===== config.mk =====
export PLATFORM = sky130hd
export DESIGN_NAME = cache_top
export DESIGN_NICKNAME = d
export VERILOG_FILES = /design/src/common/cache_cfg_pkg.sv /design/src/common/cache_bus_pkg.sv /design/src/cache_sp_ram.sv /design/src/cache/cache_replace.sv /design/src/cache/cache_ctrl.sv /design/src/cache_top.sv
export SDC_FILE = /design/constraint.sdc
export NUM_CORES = 2
export LEC_CHECK = 0
export ABC_CLOCK_PERIOD_IN_PS = 9900
export BUFFER_PORTS_ARGS = -buffer_cell sky130_fd_sc_hd__buf_2
export CAP_MARGIN = 25
export CORE_MARGIN = 2
export CORE_UTILIZATION = 49
export CTS_CLUSTER_DIAMETER = 150
export DETAILED_ROUTE_END_ITERATION = 6
export MAX_ROUTING_LAYER = met4
export PLACE_DENSITY = 0.67
export SYNTH_ARGS = -nofsm -noshare
export SYNTH_HDL_FRONTEND = slang
export SYNTH_HIERARCHICAL = 1
export SYNTH_SLANG_ARGS = --single-unit

===== constraint.sdc =====
create_clock -name clk_i -period 9.9 [get_ports clk_i]
set_input_delay 0 -clock clk_i [delete_from_list [all_inputs] [get_ports clk_i]]
set_output_delay 0 -clock clk_i [all_outputs]
set_load 0.005 [all_outputs]

===== src/common/cache_cfg_pkg.sv =====
package cache_cfg_pkg;

   // way count and way number width
   localparam int NWAYS   = 2;
   localparam int NWAYS_W = 1;

   // 8 sets
   localparam int NSETS_W = 3;
   localparam int NSETS   = 1 << NSETS_W;

   // 4 words per line
   localparam int WORDS_PER_LINE_W = 2;
   localparam int WORDS_PER_LINE   = 1 << WORDS_PER_LINE_W;

   // tag bits above index and word offset
   // the front-end address width is derived from this
   localparam int TAG_W = 7;

   // controller state codes
   localparam int ST_W = 2;
   localparam logic [ST_W-1:0] ST_IDLE   = 2'd0;
   localparam logic [ST_W-1:0] ST_LOOKUP = 2'd1;
   localparam logic [ST_W-1:0] ST_REFILL = 2'd2;
   localparam logic [ST_W-1:0] ST_WRITE  = 2'd3;

endpackage


===== src/common/cache_bus_pkg.sv =====
package cache_bus_pkg;

   // word address on both buses
   localparam int ADDR_W = cache_cfg_pkg::TAG_W + cache_cfg_pkg::NSETS_W
                           + cache_cfg_pkg::WORDS_PER_LINE_W;

   // data word and byte strobes
   localparam int DATA_W = 32;
   localparam int NBYTES = DATA_W / 8;

   // one cache line in bits
   localparam int LINE_W = cache_cfg_pkg::WORDS_PER_LINE * DATA_W;

   // front-end address, seen either as a flat word address
   // or split into tag, set index and word offset
   typedef union packed {
      logic [ADDR_W-1:0] raw;
      struct packed {
         logic [cache_cfg_pkg::TAG_W-1:0]            tag;
         logic [cache_cfg_pkg::NSETS_W-1:0]          index;
         logic [cache_cfg_pkg::WORDS_PER_LINE_W-1:0] offset;
      } fields;
   } fe_addr_u;

endpackage


===== src/cache_sp_ram.sv =====
`timescale 1ns/1ps

module cache_sp_ram #(
   parameter int WORD_W  = 32,
   parameter int DEPTH_W = 3,
   parameter int NGROUPS = 4
) (
   input  logic               clk_i,
   input  logic               en_i,
   input  logic [DEPTH_W-1:0] addr_i,
   input  logic [NGROUPS-1:0] we_i,
   input  logic [WORD_W-1:0]  d_i,
   output logic [WORD_W-1:0]  q_o
);

   logic [WORD_W-1:0] mem [2**DEPTH_W];

   always_ff @(posedge clk_i) begin
      if (en_i) begin
         // each enable bit covers one slice of the word
         for (int g = 0; g < NGROUPS; g++) begin
            if (we_i[g]) begin
               mem[addr_i][g*(WORD_W/NGROUPS) +: WORD_W/NGROUPS] <=
                  d_i[g*(WORD_W/NGROUPS) +: WORD_W/NGROUPS];
            end
         end
         // read returns the contents before the write
         q_o <= mem[addr_i];
      end
   end

endmodule


===== src/cache/cache_replace.sv =====
`timescale 1ns/1ps

module cache_replace (
   input  logic                              clk_i,
   input  logic                              arst_n_i,
   input  logic [cache_cfg_pkg::NSETS_W-1:0] set_i,
   output logic [cache_cfg_pkg::NWAYS_W-1:0] replace_way_o,
   input  logic                              touch_i,
   input  logic [cache_cfg_pkg::NSETS_W-1:0] touch_set_i,
   input  logic [cache_cfg_pkg::NWAYS_W-1:0] touch_way_i
);

   // least recently used way of every set
   logic [cache_cfg_pkg::NSETS-1:0][cache_cfg_pkg::NWAYS_W-1:0] lru_q;

   // victim for the queried set
   assign replace_way_o = lru_q[set_i];

   always_ff @(posedge clk_i or negedge arst_n_i) begin
      if (!arst_n_i) begin
         lru_q <= '0;
      end else if (touch_i) begin
         // with two ways the untouched one is now the oldest
         lru_q[touch_set_i] <= ~touch_way_i;
      end
   end

endmodule


===== src/cache/cache_ctrl.sv =====
`timescale 1ns/1ps

module cache_ctrl (
   input  logic                                    clk_i,
   input  logic                                    arst_n_i,
   // front-end bus
   input  logic                                    fe_avalid_i,
   input  logic [cache_bus_pkg::ADDR_W-1:0]        fe_addr_i,
   input  logic [cache_bus_pkg::DATA_W-1:0]        fe_wdata_i,
   input  logic [cache_bus_pkg::NBYTES-1:0]        fe_wstrb_i,
   output logic [cache_bus_pkg::DATA_W-1:0]        fe_rdata_o,
   output logic                                    fe_rvalid_o,
   output logic                                    fe_ready_o,
   // back-end bus
   output logic                                    be_avalid_o,
   output logic [cache_bus_pkg::ADDR_W-1:0]        be_addr_o,
   output logic [cache_bus_pkg::DATA_W-1:0]        be_wdata_o,
   output logic [cache_bus_pkg::NBYTES-1:0]        be_wstrb_o,
   input  logic                                    be_ready_i,
   input  logic [cache_bus_pkg::DATA_W-1:0]        be_rdata_i,
   input  logic                                    be_rvalid_i,
   // monitor
   input  logic                                    invalidate_i,
   output logic                                    rd_hit_o,
   output logic                                    rd_miss_o,
   output logic                                    wr_hit_o,
   output logic                                    wr_miss_o,
   // tag RAM
   output logic                                    tag_en_o,
   output logic [cache_cfg_pkg::NSETS_W-1:0]       tag_addr_o,
   output logic [cache_cfg_pkg::NWAYS-1:0]         tag_we_o,
   output logic [cache_cfg_pkg::NWAYS*cache_cfg_pkg::TAG_W-1:0] tag_d_o,
   input  logic [cache_cfg_pkg::NWAYS*cache_cfg_pkg::TAG_W-1:0] tag_q_i,
   // data RAM
   output logic                                    data_en_o,
   output logic [cache_cfg_pkg::NSETS_W-1:0]       data_addr_o,
   output logic [cache_cfg_pkg::NWAYS*cache_cfg_pkg::WORDS_PER_LINE*cache_bus_pkg::NBYTES-1:0]
                                                   data_we_o,
   output logic [cache_cfg_pkg::NWAYS*cache_bus_pkg::LINE_W-1:0] data_d_o,
   input  logic [cache_cfg_pkg::NWAYS*cache_bus_pkg::LINE_W-1:0] data_q_i,
   // replacement unit
   output logic                                    touch_o,
   output logic [cache_cfg_pkg::NSETS_W-1:0]       touch_set_o,
   output logic [cache_cfg_pkg::NWAYS_W-1:0]       touch_way_o,
   input  logic [cache_cfg_pkg::NWAYS_W-1:0]       replace_way_i
);

   logic [cache_cfg_pkg::ST_W-1:0] state_q, state_d;
   cache_bus_pkg::fe_addr_u fe_addr, req_addr_q, refill_addr;
   logic [cache_bus_pkg::DATA_W-1:0] req_wdata_q, rdata_q;
   logic [cache_bus_pkg::NBYTES-1:0] req_wstrb_q;
   logic [cache_cfg_pkg::NSETS-1:0][cache_cfg_pkg::NWAYS-1:0] valid_q;
   logic [cache_cfg_pkg::WORDS_PER_LINE_W:0] req_cnt_q;
   logic [cache_cfg_pkg::WORDS_PER_LINE_W-1:0] ret_cnt_q;
   logic rvalid_q;
   logic [cache_cfg_pkg::NWAYS-1:0] hit_1hot;
   logic [cache_cfg_pkg::NWAYS_W-1:0] hit_way;
   logic [cache_cfg_pkg::NWAYS*cache_bus_pkg::LINE_W-1:0] rd_shift;
   logic [cache_cfg_pkg::NWAYS*cache_cfg_pkg::WORDS_PER_LINE*cache_bus_pkg::NBYTES-1:0]
      hit_we, refill_we;
   logic idle, lookup, refill, req_rd, hit;
   logic rd_hit, rd_miss, wr_hit, wr_miss;
   logic accept, be_write, be_refill, refill_wr, refill_last;

   assign fe_addr = fe_addr_i;

   assign idle   = (state_q == cache_cfg_pkg::ST_IDLE);
   assign lookup = (state_q == cache_cfg_pkg::ST_LOOKUP);
   assign refill = (state_q == cache_cfg_pkg::ST_REFILL);
   assign req_rd = ~|req_wstrb_q;

   // tag compare on the registered request, gated by valid
   for (genvar w = 0; w < cache_cfg_pkg::NWAYS; w++) begin : g_way
      assign hit_1hot[w] = valid_q[req_addr_q.fields.index][w] &&
         (tag_q_i[w*cache_cfg_pkg::TAG_W +: cache_cfg_pkg::TAG_W] == req_addr_q.fields.tag);
   end

   // one-hot to binary
   always_comb begin
      hit_way = '0;
      for (int w = 0; w < cache_cfg_pkg::NWAYS; w++) begin
         if (hit_1hot[w]) begin
            hit_way = w[cache_cfg_pkg::NWAYS_W-1:0];
         end
      end
   end

   assign hit     = |hit_1hot;
   assign rd_hit  = lookup & req_rd & hit;
   assign rd_miss = lookup & req_rd & ~hit;
   assign wr_hit  = lookup & ~req_rd & hit;
   assign wr_miss = lookup & ~req_rd & ~hit;

   assign rd_hit_o  = rd_hit;
   assign rd_miss_o = rd_miss;
   assign wr_hit_o  = wr_hit;
   assign wr_miss_o = wr_miss;

   // read hits keep the pipe open
   assign fe_ready_o  = idle | rd_hit;
   assign accept      = fe_avalid_i & fe_ready_o;
   assign fe_rvalid_o = rvalid_q;
   assign fe_rdata_o  = rdata_q;

   assign refill_wr   = refill & be_rvalid_i;
   assign refill_last = refill_wr & (&ret_cnt_q);

   // back-end requests
   assign be_write  = (lookup & ~req_rd) | (state_q == cache_cfg_pkg::ST_WRITE);
   assign be_refill = refill & ~req_cnt_q[cache_cfg_pkg::WORDS_PER_LINE_W];

   always_comb begin
      refill_addr = req_addr_q;
      refill_addr.fields.offset = req_cnt_q[cache_cfg_pkg::WORDS_PER_LINE_W-1:0];
   end

   assign be_avalid_o = be_write | be_refill;
   assign be_addr_o   = be_write ? req_addr_q.raw : refill_addr.raw;
   assign be_wdata_o  = req_wdata_q;
   assign be_wstrb_o  = be_write ? req_wstrb_q : '0;

   // byte enables inside the set word, way and word offset side by side
   assign hit_we = {{(cache_cfg_pkg::NWAYS*cache_cfg_pkg::WORDS_PER_LINE-1)
                     *cache_bus_pkg::NBYTES{1'b0}}, req_wstrb_q}
                   << ({hit_way, req_addr_q.fields.offset} * cache_bus_pkg::NBYTES);
   assign refill_we = {{(cache_cfg_pkg::NWAYS*cache_cfg_pkg::WORDS_PER_LINE-1)
                        *cache_bus_pkg::NBYTES{1'b0}}, {cache_bus_pkg::NBYTES{1'b1}}}
                      << ({replace_way_i, ret_cnt_q} * cache_bus_pkg::NBYTES);

   // RAM side
   assign data_en_o   = accept | wr_hit | refill_wr;
   assign data_addr_o = accept ? fe_addr.fields.index : req_addr_q.fields.index;
   assign data_we_o   = wr_hit ? hit_we : (refill_wr ? refill_we : '0);
   assign data_d_o    = wr_hit ?
      {cache_cfg_pkg::NWAYS*cache_cfg_pkg::WORDS_PER_LINE{req_wdata_q}} :
      {cache_cfg_pkg::NWAYS*cache_cfg_pkg::WORDS_PER_LINE{be_rdata_i}};

   assign tag_en_o   = accept | refill_last;
   assign tag_addr_o = accept ? fe_addr.fields.index : req_addr_q.fields.index;
   assign tag_we_o   = {{(cache_cfg_pkg::NWAYS-1){1'b0}}, refill_last} << replace_way_i;
   assign tag_d_o    = {cache_cfg_pkg::NWAYS{req_addr_q.fields.tag}};

   assign rd_shift = data_q_i >> ({hit_way, req_addr_q.fields.offset} * cache_bus_pkg::DATA_W);

   // hits and completed refills update the LRU
   assign touch_o     = rd_hit | wr_hit | refill_last;
   assign touch_set_o = req_addr_q.fields.index;
   assign touch_way_o = refill_last ? replace_way_i : hit_way;

   always_comb begin
      state_d = state_q;
      case (state_q)
         cache_cfg_pkg::ST_IDLE: begin
            if (accept) state_d = cache_cfg_pkg::ST_LOOKUP;
         end
         cache_cfg_pkg::ST_LOOKUP: begin
            if (rd_hit) begin
               state_d = accept ? cache_cfg_pkg::ST_LOOKUP : cache_cfg_pkg::ST_IDLE;
            end else if (rd_miss) begin
               state_d = cache_cfg_pkg::ST_REFILL;
            end else begin
               state_d = be_ready_i ? cache_cfg_pkg::ST_IDLE : cache_cfg_pkg::ST_WRITE;
            end
         end
         cache_cfg_pkg::ST_REFILL: begin
            if (refill_last) state_d = cache_cfg_pkg::ST_IDLE;
         end
         default: begin
            if (be_ready_i) state_d = cache_cfg_pkg::ST_IDLE;
         end
      endcase
   end

   always_ff @(posedge clk_i or negedge arst_n_i) begin
      if (!arst_n_i) begin
         state_q   <= cache_cfg_pkg::ST_IDLE;
         valid_q   <= '0;
         req_cnt_q <= '0;
         ret_cnt_q <= '0;
         rvalid_q  <= 1'b0;
      end else begin
         state_q  <= state_d;
         rvalid_q <= rd_hit | refill_last;
         if (idle && invalidate_i) begin
            valid_q <= '0;
         end else if (refill_last) begin
            valid_q[req_addr_q.fields.index][replace_way_i] <= 1'b1;
         end
         // request and return counters run apart so reads overlap
         if (!refill) begin
            req_cnt_q <= '0;
            ret_cnt_q <= '0;
         end else begin
            if (be_refill && be_ready_i) req_cnt_q <= req_cnt_q + 1'b1;
            if (be_rvalid_i) ret_cnt_q <= ret_cnt_q + 1'b1;
         end
      end
   end

   // request and read data registers
   always_ff @(posedge clk_i) begin
      if (accept) begin
         req_addr_q  <= fe_addr;
         req_wdata_q <= fe_wdata_i;
         req_wstrb_q <= fe_wstrb_i;
      end
      if (rd_hit) begin
         rdata_q <= rd_shift[cache_bus_pkg::DATA_W-1:0];
      end else if (refill_wr && ret_cnt_q == req_addr_q.fields.offset) begin
         rdata_q <= be_rdata_i;
      end
   end

endmodule


===== src/cache_top.sv =====
`timescale 1ns/1ps

module cache_top (
   input  logic                             clk_i,
   input  logic                             arst_n_i,
   // front-end bus
   input  logic                             fe_avalid_i,
   input  logic [cache_bus_pkg::ADDR_W-1:0] fe_addr_i,
   input  logic [cache_bus_pkg::DATA_W-1:0] fe_wdata_i,
   input  logic [cache_bus_pkg::NBYTES-1:0] fe_wstrb_i,
   output logic [cache_bus_pkg::DATA_W-1:0] fe_rdata_o,
   output logic                             fe_rvalid_o,
   output logic                             fe_ready_o,
   // back-end bus
   output logic                             be_avalid_o,
   output logic [cache_bus_pkg::ADDR_W-1:0] be_addr_o,
   output logic [cache_bus_pkg::DATA_W-1:0] be_wdata_o,
   output logic [cache_bus_pkg::NBYTES-1:0] be_wstrb_o,
   input  logic                             be_ready_i,
   input  logic [cache_bus_pkg::DATA_W-1:0] be_rdata_i,
   input  logic                             be_rvalid_i,
   // monitor
   input  logic                             invalidate_i,
   output logic                             rd_hit_o,
   output logic                             rd_miss_o,
   output logic                             wr_hit_o,
   output logic                             wr_miss_o
);

   logic                                                   tag_en;
   logic [cache_cfg_pkg::NSETS_W-1:0]                      tag_addr;
   logic [cache_cfg_pkg::NWAYS-1:0]                        tag_we;
   logic [cache_cfg_pkg::NWAYS*cache_cfg_pkg::TAG_W-1:0]   tag_d, tag_q;
   logic                                                   data_en;
   logic [cache_cfg_pkg::NSETS_W-1:0]                      data_addr;
   logic [cache_cfg_pkg::NWAYS*cache_cfg_pkg::WORDS_PER_LINE*cache_bus_pkg::NBYTES-1:0]
                                                           data_we;
   logic [cache_cfg_pkg::NWAYS*cache_bus_pkg::LINE_W-1:0]  data_d, data_q;
   logic                                                   touch;
   logic [cache_cfg_pkg::NSETS_W-1:0]                      touch_set;
   logic [cache_cfg_pkg::NWAYS_W-1:0]                      touch_way, replace_way;

   cache_ctrl ctrl_i (
      .clk_i         (clk_i),
      .arst_n_i      (arst_n_i),
      .fe_avalid_i   (fe_avalid_i),
      .fe_addr_i     (fe_addr_i),
      .fe_wdata_i    (fe_wdata_i),
      .fe_wstrb_i    (fe_wstrb_i),
      .fe_rdata_o    (fe_rdata_o),
      .fe_rvalid_o   (fe_rvalid_o),
      .fe_ready_o    (fe_ready_o),
      .be_avalid_o   (be_avalid_o),
      .be_addr_o     (be_addr_o),
      .be_wdata_o    (be_wdata_o),
      .be_wstrb_o    (be_wstrb_o),
      .be_ready_i    (be_ready_i),
      .be_rdata_i    (be_rdata_i),
      .be_rvalid_i   (be_rvalid_i),
      .invalidate_i  (invalidate_i),
      .rd_hit_o      (rd_hit_o),
      .rd_miss_o     (rd_miss_o),
      .wr_hit_o      (wr_hit_o),
      .wr_miss_o     (wr_miss_o),
      .tag_en_o      (tag_en),
      .tag_addr_o    (tag_addr),
      .tag_we_o      (tag_we),
      .tag_d_o       (tag_d),
      .tag_q_i       (tag_q),
      .data_en_o     (data_en),
      .data_addr_o   (data_addr),
      .data_we_o     (data_we),
      .data_d_o      (data_d),
      .data_q_i      (data_q),
      .touch_o       (touch),
      .touch_set_o   (touch_set),
      .touch_way_o   (touch_way),
      .replace_way_i (replace_way)
   );

   // victim lookup follows the set of the registered request
   cache_replace replace_i (
      .clk_i         (clk_i),
      .arst_n_i      (arst_n_i),
      .set_i         (touch_set),
      .replace_way_o (replace_way),
      .touch_i       (touch),
      .touch_set_i   (touch_set),
      .touch_way_i   (touch_way)
   );

   // all tags of one set, written per way
   cache_sp_ram #(
      .WORD_W  (cache_cfg_pkg::NWAYS * cache_cfg_pkg::TAG_W),
      .DEPTH_W (cache_cfg_pkg::NSETS_W),
      .NGROUPS (cache_cfg_pkg::NWAYS)
   ) tag_ram_i (
      .clk_i  (clk_i),
      .en_i   (tag_en),
      .addr_i (tag_addr),
      .we_i   (tag_we),
      .d_i    (tag_d),
      .q_o    (tag_q)
   );

   // all lines of one set, written per byte
   cache_sp_ram #(
      .WORD_W  (cache_cfg_pkg::NWAYS * cache_bus_pkg::LINE_W),
      .DEPTH_W (cache_cfg_pkg::NSETS_W),
      .NGROUPS (cache_cfg_pkg::NWAYS * cache_cfg_pkg::WORDS_PER_LINE * cache_bus_pkg::NBYTES)
   ) data_ram_i (
      .clk_i  (clk_i),
      .en_i   (data_en),
      .addr_i (data_addr),
      .we_i   (data_we),
      .d_i    (data_d),
      .q_o    (data_q)
   );

endmodule


-- Word level (Yosys, flattened, before mapping)
Memory sizes are Yosys's and may differ from the RTL's. A register that Yosys moved wholly into a read port is not among the register bits.
Index checks and enable logic that the tools add are counted.
- shift-type cells: 4
- muxes and demuxes: 137
- divide/modulo/power cells: 0
- magnitude comparators: 4
- bitwise logic cells: 23
- reductions and logical operators: 16
- eq/ne operators: 10
- add/subtract/negate cells: 2
- multipliers: 0
- operators with widths (operator ; count):
    256-bit 2-to-1 mux ; 1
    256-bit by 8-bit >> shifter with 32-bit output ; 1
    32-bit 2-to-1 mux ; 4
    1-bit 2-to-1 mux ; 108
    16-bit 2-to-1 mux ; 2
    4-bit by 5-bit left shift with 32-bit output ; 1
    4-bit by 5-bit left shift with 32-bit output (first input constant) ; 1
    2-bit 2-to-1 mux ; 11
    16-bit bitwise OR ; 1
    7-bit equality test ; 2
    1-bit AND ; 10
    3-bit 2-to-1 mux ; 3
    1-bit bitwise OR ; 9
    8-bit bitwise mux ; 1
    2-bit != test (second input constant) ; 4
    1-bit logical AND ; 7
    2-bit binary-select mux with 3-bit select ; 1
    2-bit demux with 3-bit select ; 1
    2-bit case mux with 3 select lines ; 1
    2-bit equality test (second input constant) ; 2
    3-bit by 4-bit less-than comparator with 1-bit output (second input constant) ; 1
    4-bit 2-to-1 mux ; 1
    2-bit nonzero test ; 2
    4-bit nonzero test ; 1
    18 further kinds ; 20
- register bits after elaboration: 112
- memories: 2
- output and inout bits: 87
- latch bits: 0
- logic and storage cells: 222
- memory bits (writable): 2160
- memory bits (read-only): 0
- memories (name ; depth ; width ; read ports ; clocked after Yosys merged registers in ; wr ports ; RTL line ; source):
    data_ram_i.mem ; 8 ; 256 ; 1 ; 1 ; 1 ; cache_sp_ram.sv:16 ; logic [WORD_W-1:0] mem [2**DEPTH_W];
    tag_ram_i.mem ; 8 ; 14 ; 1 ; 1 ; 1 ; cache_sp_ram.sv:16 ;

-- Longest topological paths before layout
- depth after elaboration: 11
- gate-level depth with buffers: 15
- gate-level depth less buffers: 8

-- By module
Netlist, hierarchy kept.
- by module, submodules not included (module ; instances ; cells each ; area an instance (um^2)):
    cache_sp_ram (data_ram_i) ; 1 ; 3544 ; 86339.1
    cache_ctrl ; 1 ; 789 ; 9258.9
    cache_sp_ram (tag_ram_i) ; 1 ; 200 ; 4835.9
    cache_replace ; 1 ; 36 ; 449.2

-- Least setup slack after synthesis
No wires, ideal clock.
- path kind: register to register
- start: register ctrl_i/req_addr_q[3] in the netlist's numbering
- end: memory data_ram_i/mem[7][0] in the netlist's numbering, enable pin
- cell stages (with the launch flop): 11
- setup time: 378 ps
- data arrival time: 8939 ps
- path slack: 583 ps
- buffers on the path: 3
- clock period less this slack: 9317 ps
- cell sequence: edfxtp_1 > mux4_1 > mux2i_1 > or3_1 > buf_4 > buf_6 > buf_4 > nand2_1 > a211o_1 > nand2_1 > nor2_1
- cells in the longest elaborated chain, start to end: 11
- elaborated cells between the ends (all ways): 22
- RTL lines (what ; RTL line ; source):
    start, declared ; cache_ctrl.sv:49 ; cache_bus_pkg::fe_addr_u fe_addr, req_addr_q, refill_addr;
    start signal, assigned ; cache_ctrl.sv:203 ; req_addr_q <= fe_addr;
    2-bit binary-select mux with 3-bit select * ; cache_ctrl.sv:74 ; assign hit_1hot[w] = valid_q[req_addr_q.fields.index][w] &&
    2-bit 2-to-1 mux (implied by the code) * ; cache_ctrl.sv:74 ;
    1-bit logical AND ; cache_ctrl.sv:74 ;
    2-bit OR reduction * ; cache_ctrl.sv:88 ; assign hit = |hit_1hot;
    1-bit AND ; cache_ctrl.sv:89 ; assign rd_hit = lookup & req_rd & hit;
    1-bit bitwise OR ; cache_ctrl.sv:100 ; assign fe_ready_o = idle | rd_hit;
    1-bit AND ; cache_ctrl.sv:101 ; assign accept = fe_avalid_i & fe_ready_o;
    1-bit bitwise OR * (2 in series) ; cache_ctrl.sv:131 ; assign data_en_o = accept | wr_hit | refill_wr;
    net data_en ; cache_top.sv:34 ; logic data_en;
    1-bit 2-to-1 mux * ; cache_sp_ram.sv:19 ; if (en_i) begin
    1-bit 2-to-1 mux (implied by the code) * ; cache_sp_ram.sv:23 ; mem[addr_i][g*(WORD_W/NGROUPS) +: WORD_W/NGROUPS] <=
    end, declared ; cache_sp_ram.sv:16 ;
The timed path passes the listed nets; every way through them passes the cells marked *. The select of a mux whose other input is x is not followed.

-- Worst setup path in the final report
- start: register ctrl_i/req_addr_q[3] in the netlist's numbering
- end: memory data_ram_i/mem[6][28] in the netlist's numbering, enable pin
- elaborated cells between the ends (all ways): 22
- RTL lines (what ; RTL line ; source):
    2-bit binary-select mux with 3-bit select * ; cache_ctrl.sv:74 ;
    2-bit 2-to-1 mux (implied by the code) * ; cache_ctrl.sv:74 ;
    1-bit logical AND ; cache_ctrl.sv:74 ;
    2-bit OR reduction * ; cache_ctrl.sv:88 ;
    1-bit AND * ; cache_ctrl.sv:89 ;
    1-bit bitwise OR * ; cache_ctrl.sv:100 ;
    1-bit AND * ; cache_ctrl.sv:101 ;
    3-bit 2-to-1 mux * ; cache_ctrl.sv:132 ; assign data_addr_o = accept ? fe_addr.fields.index : req_addr_q.fields.index;
    net data_addr (one bit) ; cache_top.sv:35 ; logic [cache_cfg_pkg::NSETS_W-1:0] data_addr;
Marks and branches as above.

==> run summary <==
via count: 45900
status: finished, final reports clean
Critical Path Sink Type: flop
largest net degree at the start of global routing: 153
layout cells sized above 1: 29.6%
sequential share of power: 44.6%
switching part of the total: 26.5%
DIE AREA: 210000 um^2
filler cell count: 14800
share of the synthesized area in the top cell type: 74.7%
worst clock skew: 73.4 ps
CP top delay family: simple AND/OR/NAND/NOR gates
Yosys reg bits: 2542
Die W: 458 um
Slew @ Worst Pin: 1120 ps
Synth area leaders: edfxtp_1 75%, mux4_2 10%, mux4_1 4.0%, mux2_2 3.6%, buf_4 1.9%
R2R depth: 10
first-pass GRT wire length: 327000 um
setup bufs post-CTS: 0
NumNets Final: 4890
layout overhead on the synthesized area: 12.0%
vias in the first global route: 46700
min cycle time layout: 5950 ps
Top FF cell, synth: edfxtp_1
LEAKAGE: 36.5 nW
number of routed nets with antenna violations: 0
# H-tree levels: 5
Cell Count, Final, Fillers Out: 7689
RePlAce Congestion: 0.785
Peak VDD IR: 290 uV
critical path class: reg2reg
number of distinct library cells after synthesis: 50
Max Clock Freq: 0.168 GHz
final-report setup violation count: 0
Req. time, crit path: 10430 ps
initial antenna violation count: 14
crit path max fanout: 152
RR Endpoint: data_ram_i/mem[6][28]$_DFFE_PP_
most common cell in the netlist: edfxtp_1
clk slew on worst S/H paths: 60 ps
max-slew violations: 0
gr usage total: 22.2%
PortBufs: 172
Worst Min Path Start: be_ready_i
CP peak stage delay: 880 ps
setup TNS: 0 ps
total gr overflow: 0
overall power: 29.4 mW
fraction of registers with async set/reset: 1.26%
syn avg cell area: 22.1 um^2
post-DP HPWL: 128000 um
Starting Density: 49.3%
Int Pwr: 21.6 mW
Rel. slew slack: 25.6%
Vias per Instance: 5.97
commonest cells in the netlist: 2510 x edfxtp_1, 458 x mux4_2, 325 x mux2_2, 303 x nor2_1, 262 x buf_4
critical path's slowest cell: nor2_1
sequential fraction of the synthesis area: 75.5%
clk root buf: clkbuf_16
core area: 205000 um^2
syn nets: 4664
most frequent CP cell: buf_4
worst path bufs/invs: 3
worst skew pair latency: 930 ps
leading area contributor after synthesis: edfxtp_1
CP Cell Sequence: mux4_1 -> mux2i_1 -> or3_4 -> buf_4 -> nand3_1 -> nand3_4 -> buf_12 -> nand3b_1 -> buf_4 -> nor2_1
Iteration-0 DRC Markers: 5430
WL per Instance: 29.4 um
Reg-to-Reg Start: ctrl_i/req_addr_q[3]$_DFFE_PP_
Min-Delay Path Class: in2reg
CTS buffer count: 275
yosys warns: 6
PD cells: 260 nW/um^2
Final Hold Viols: 0
Net Switching: 7.77 mW
Fin Hold WS: 59.4 ps
drt first pass iters: 6
# DRC: 0
Boundary Pins: 173
Clock power frac: 33.5%
Mapped Area: 101000 um^2
Die Height: 458 um
period utilization: 60.1%
clk sink count: 2542
Clock Tree Buf Depth: 4
WL final: 226000 um
placed cell count: 7035
reg2reg setup slack: 3950 ps
Endpoint, Worst Hold: ctrl_i/req_cnt_q[2]$_DFFE_PN0P_
Final Util: 55.2%
startpoint class of the critical path: flop
TritonCTS clock tree: yes
CP arrival: 6480 ps
unrepaired setup endpoints after global routing: false
maxcap violations: 0
# rows: 166
Comb power frac: 21.9%
Hold Path Depth: 4
Syn Inst Count: 4569
EDFF count, synth: 2510
==> kinds of logic after synthesis <==
kind of cell / Yosys count / share of synthesized area [%]
simple gates: 438 / 1.85
mux: 991 / 18.5
fa+ha+maj: 9 / 0.112
buf+inv: 500 / 3.39
xor+xnor: 18 / 0.156
flops: 2542 / 75.5
compound gates: 71 / 0.448
==> sequential cells by signal, summed over array words and instances (netlist names) <==
name,cells
tag_ram_i/q_o,14
replace_i/lru_q,8
data_ram_i/q_o,256
ctrl_i/fe_rvalid_o,1
ctrl_i/fe_rdata_o,32
ctrl_i/req_cnt_q,3
data_ram_i/mem,2048
ctrl_i/valid_q,16
ctrl_i/state_q,2
tag_ram_i/mem,112
ctrl_i/req_wstrb_q,4
ctrl_i/req_addr_q,12
ctrl_i/ret_cnt_q,2
ctrl_i/be_wdata_o,32
==> power groups by stage <==
stage / clock network, mW / logic [mW] / registers (mW)
after floorplan: 0 / 4.78 / 13.1
after global placement: 0 / 6.35 / 13.3
after detailed placement: 0 / 6.40 / 13.3
after CTS: 10.0 / 6.48 / 13.1
after global routing: 10.4 / 6.78 / 13.1
final: 9.84 / 6.43 / 13.1
==> metal layers <==
metal,global-route usage [%],share of wire (%)
met2,34.8,49
met5,-,0
met3,3.82,7.3
met4,8.06,3.5
met1,29.4,40
==> through the flow <==
step           cell area (um^2)  setup slack (ps)
5_1_grt                  113000              3680
4_1_cts                  113000              3990
3_5_place_dp             103000              4010
2_1_floorplan            101000               583
6_report                 113000              3950
3_3_place_gp             103000              3970
==> repair_timing <==
item                                   4_1_cts  5_1_grt
endpoints found under the hold margin      428        0
resized for setup                            0        0
hold buffers                               168        0
==> worst max path at each step <==
stage | from | endpoint | cells after the start
after floorplan | ctrl_i/req_addr_q[3]$_DFFE_PP_ | data_ram_i/mem[7][0]$_DFFE_PP_ | 10
after global placement | ctrl_i/req_addr_q[3]$_DFFE_PP_ | data_ram_i/mem[2][124]$_DFFE_PP_ | 10
after detailed placement | ctrl_i/req_addr_q[3]$_DFFE_PP_ | data_ram_i/mem[6][28]$_DFFE_PP_ | 10
after CTS | ctrl_i/req_addr_q[3]$_DFFE_PP_ | data_ram_i/mem[6][66]$_DFFE_PP_ | 10
after global routing | ctrl_i/req_addr_q[3]$_DFFE_PP_ | data_ram_i/mem[6][28]$_DFFE_PP_ | 10
final | ctrl_i/req_addr_q[3]$_DFFE_PP_ | data_ram_i/mem[6][28]$_DFFE_PP_ | 10
==> tightest hold or removal path, stage by stage <==
cell and delay [ps]:
dlygate4sd3_1 520, buf_2 230, a21oi_1 100, nor2_1 80
==> cell type report <==
cell class	count	area [um^2]	area share, %
Tap cell	2688	3360	2.98
Sequential cell	2542	76200	67.4
Antenna cell	17	42.5	0.0376
Clock inverter	135	1290	1.14
Multi-Input combinational cell	1527	21400	18.9
Inverter	19	71.3	0.0631
Clock buffer	331	7260	6.43
Timing Repair Buffer	430	3410	3.02
==> layout by cell type, fill, tap and decap left out, types with 6 or more instances in the layout <==
cell type / n
a21oi_1: 17
buf_12: 11
buf_2: 174
buf_4: 75
bufinv_16: 24
clkbuf_1: 47
clkbuf_16: 282
clkinv_1: 52
clkinv_2: 37
clkinvlp_4: 13
dfrtp_1: 32
diode_2: 17
dlygate4sd3_1: 167
edfxtp_1: 2510
ha_1: 9
inv_1: 18
mux2_2: 340
mux2_4: 29
mux2i_1: 12
mux4_1: 152
mux4_2: 458
nand2_1: 44
nand3_1: 29
nand3b_1: 8
nor2_1: 303
nor2b_1: 9
nor3_1: 6
o21ai_0: 14
o22ai_1: 20
xnor2_1: 17
(Power assumes the default switching activity.)
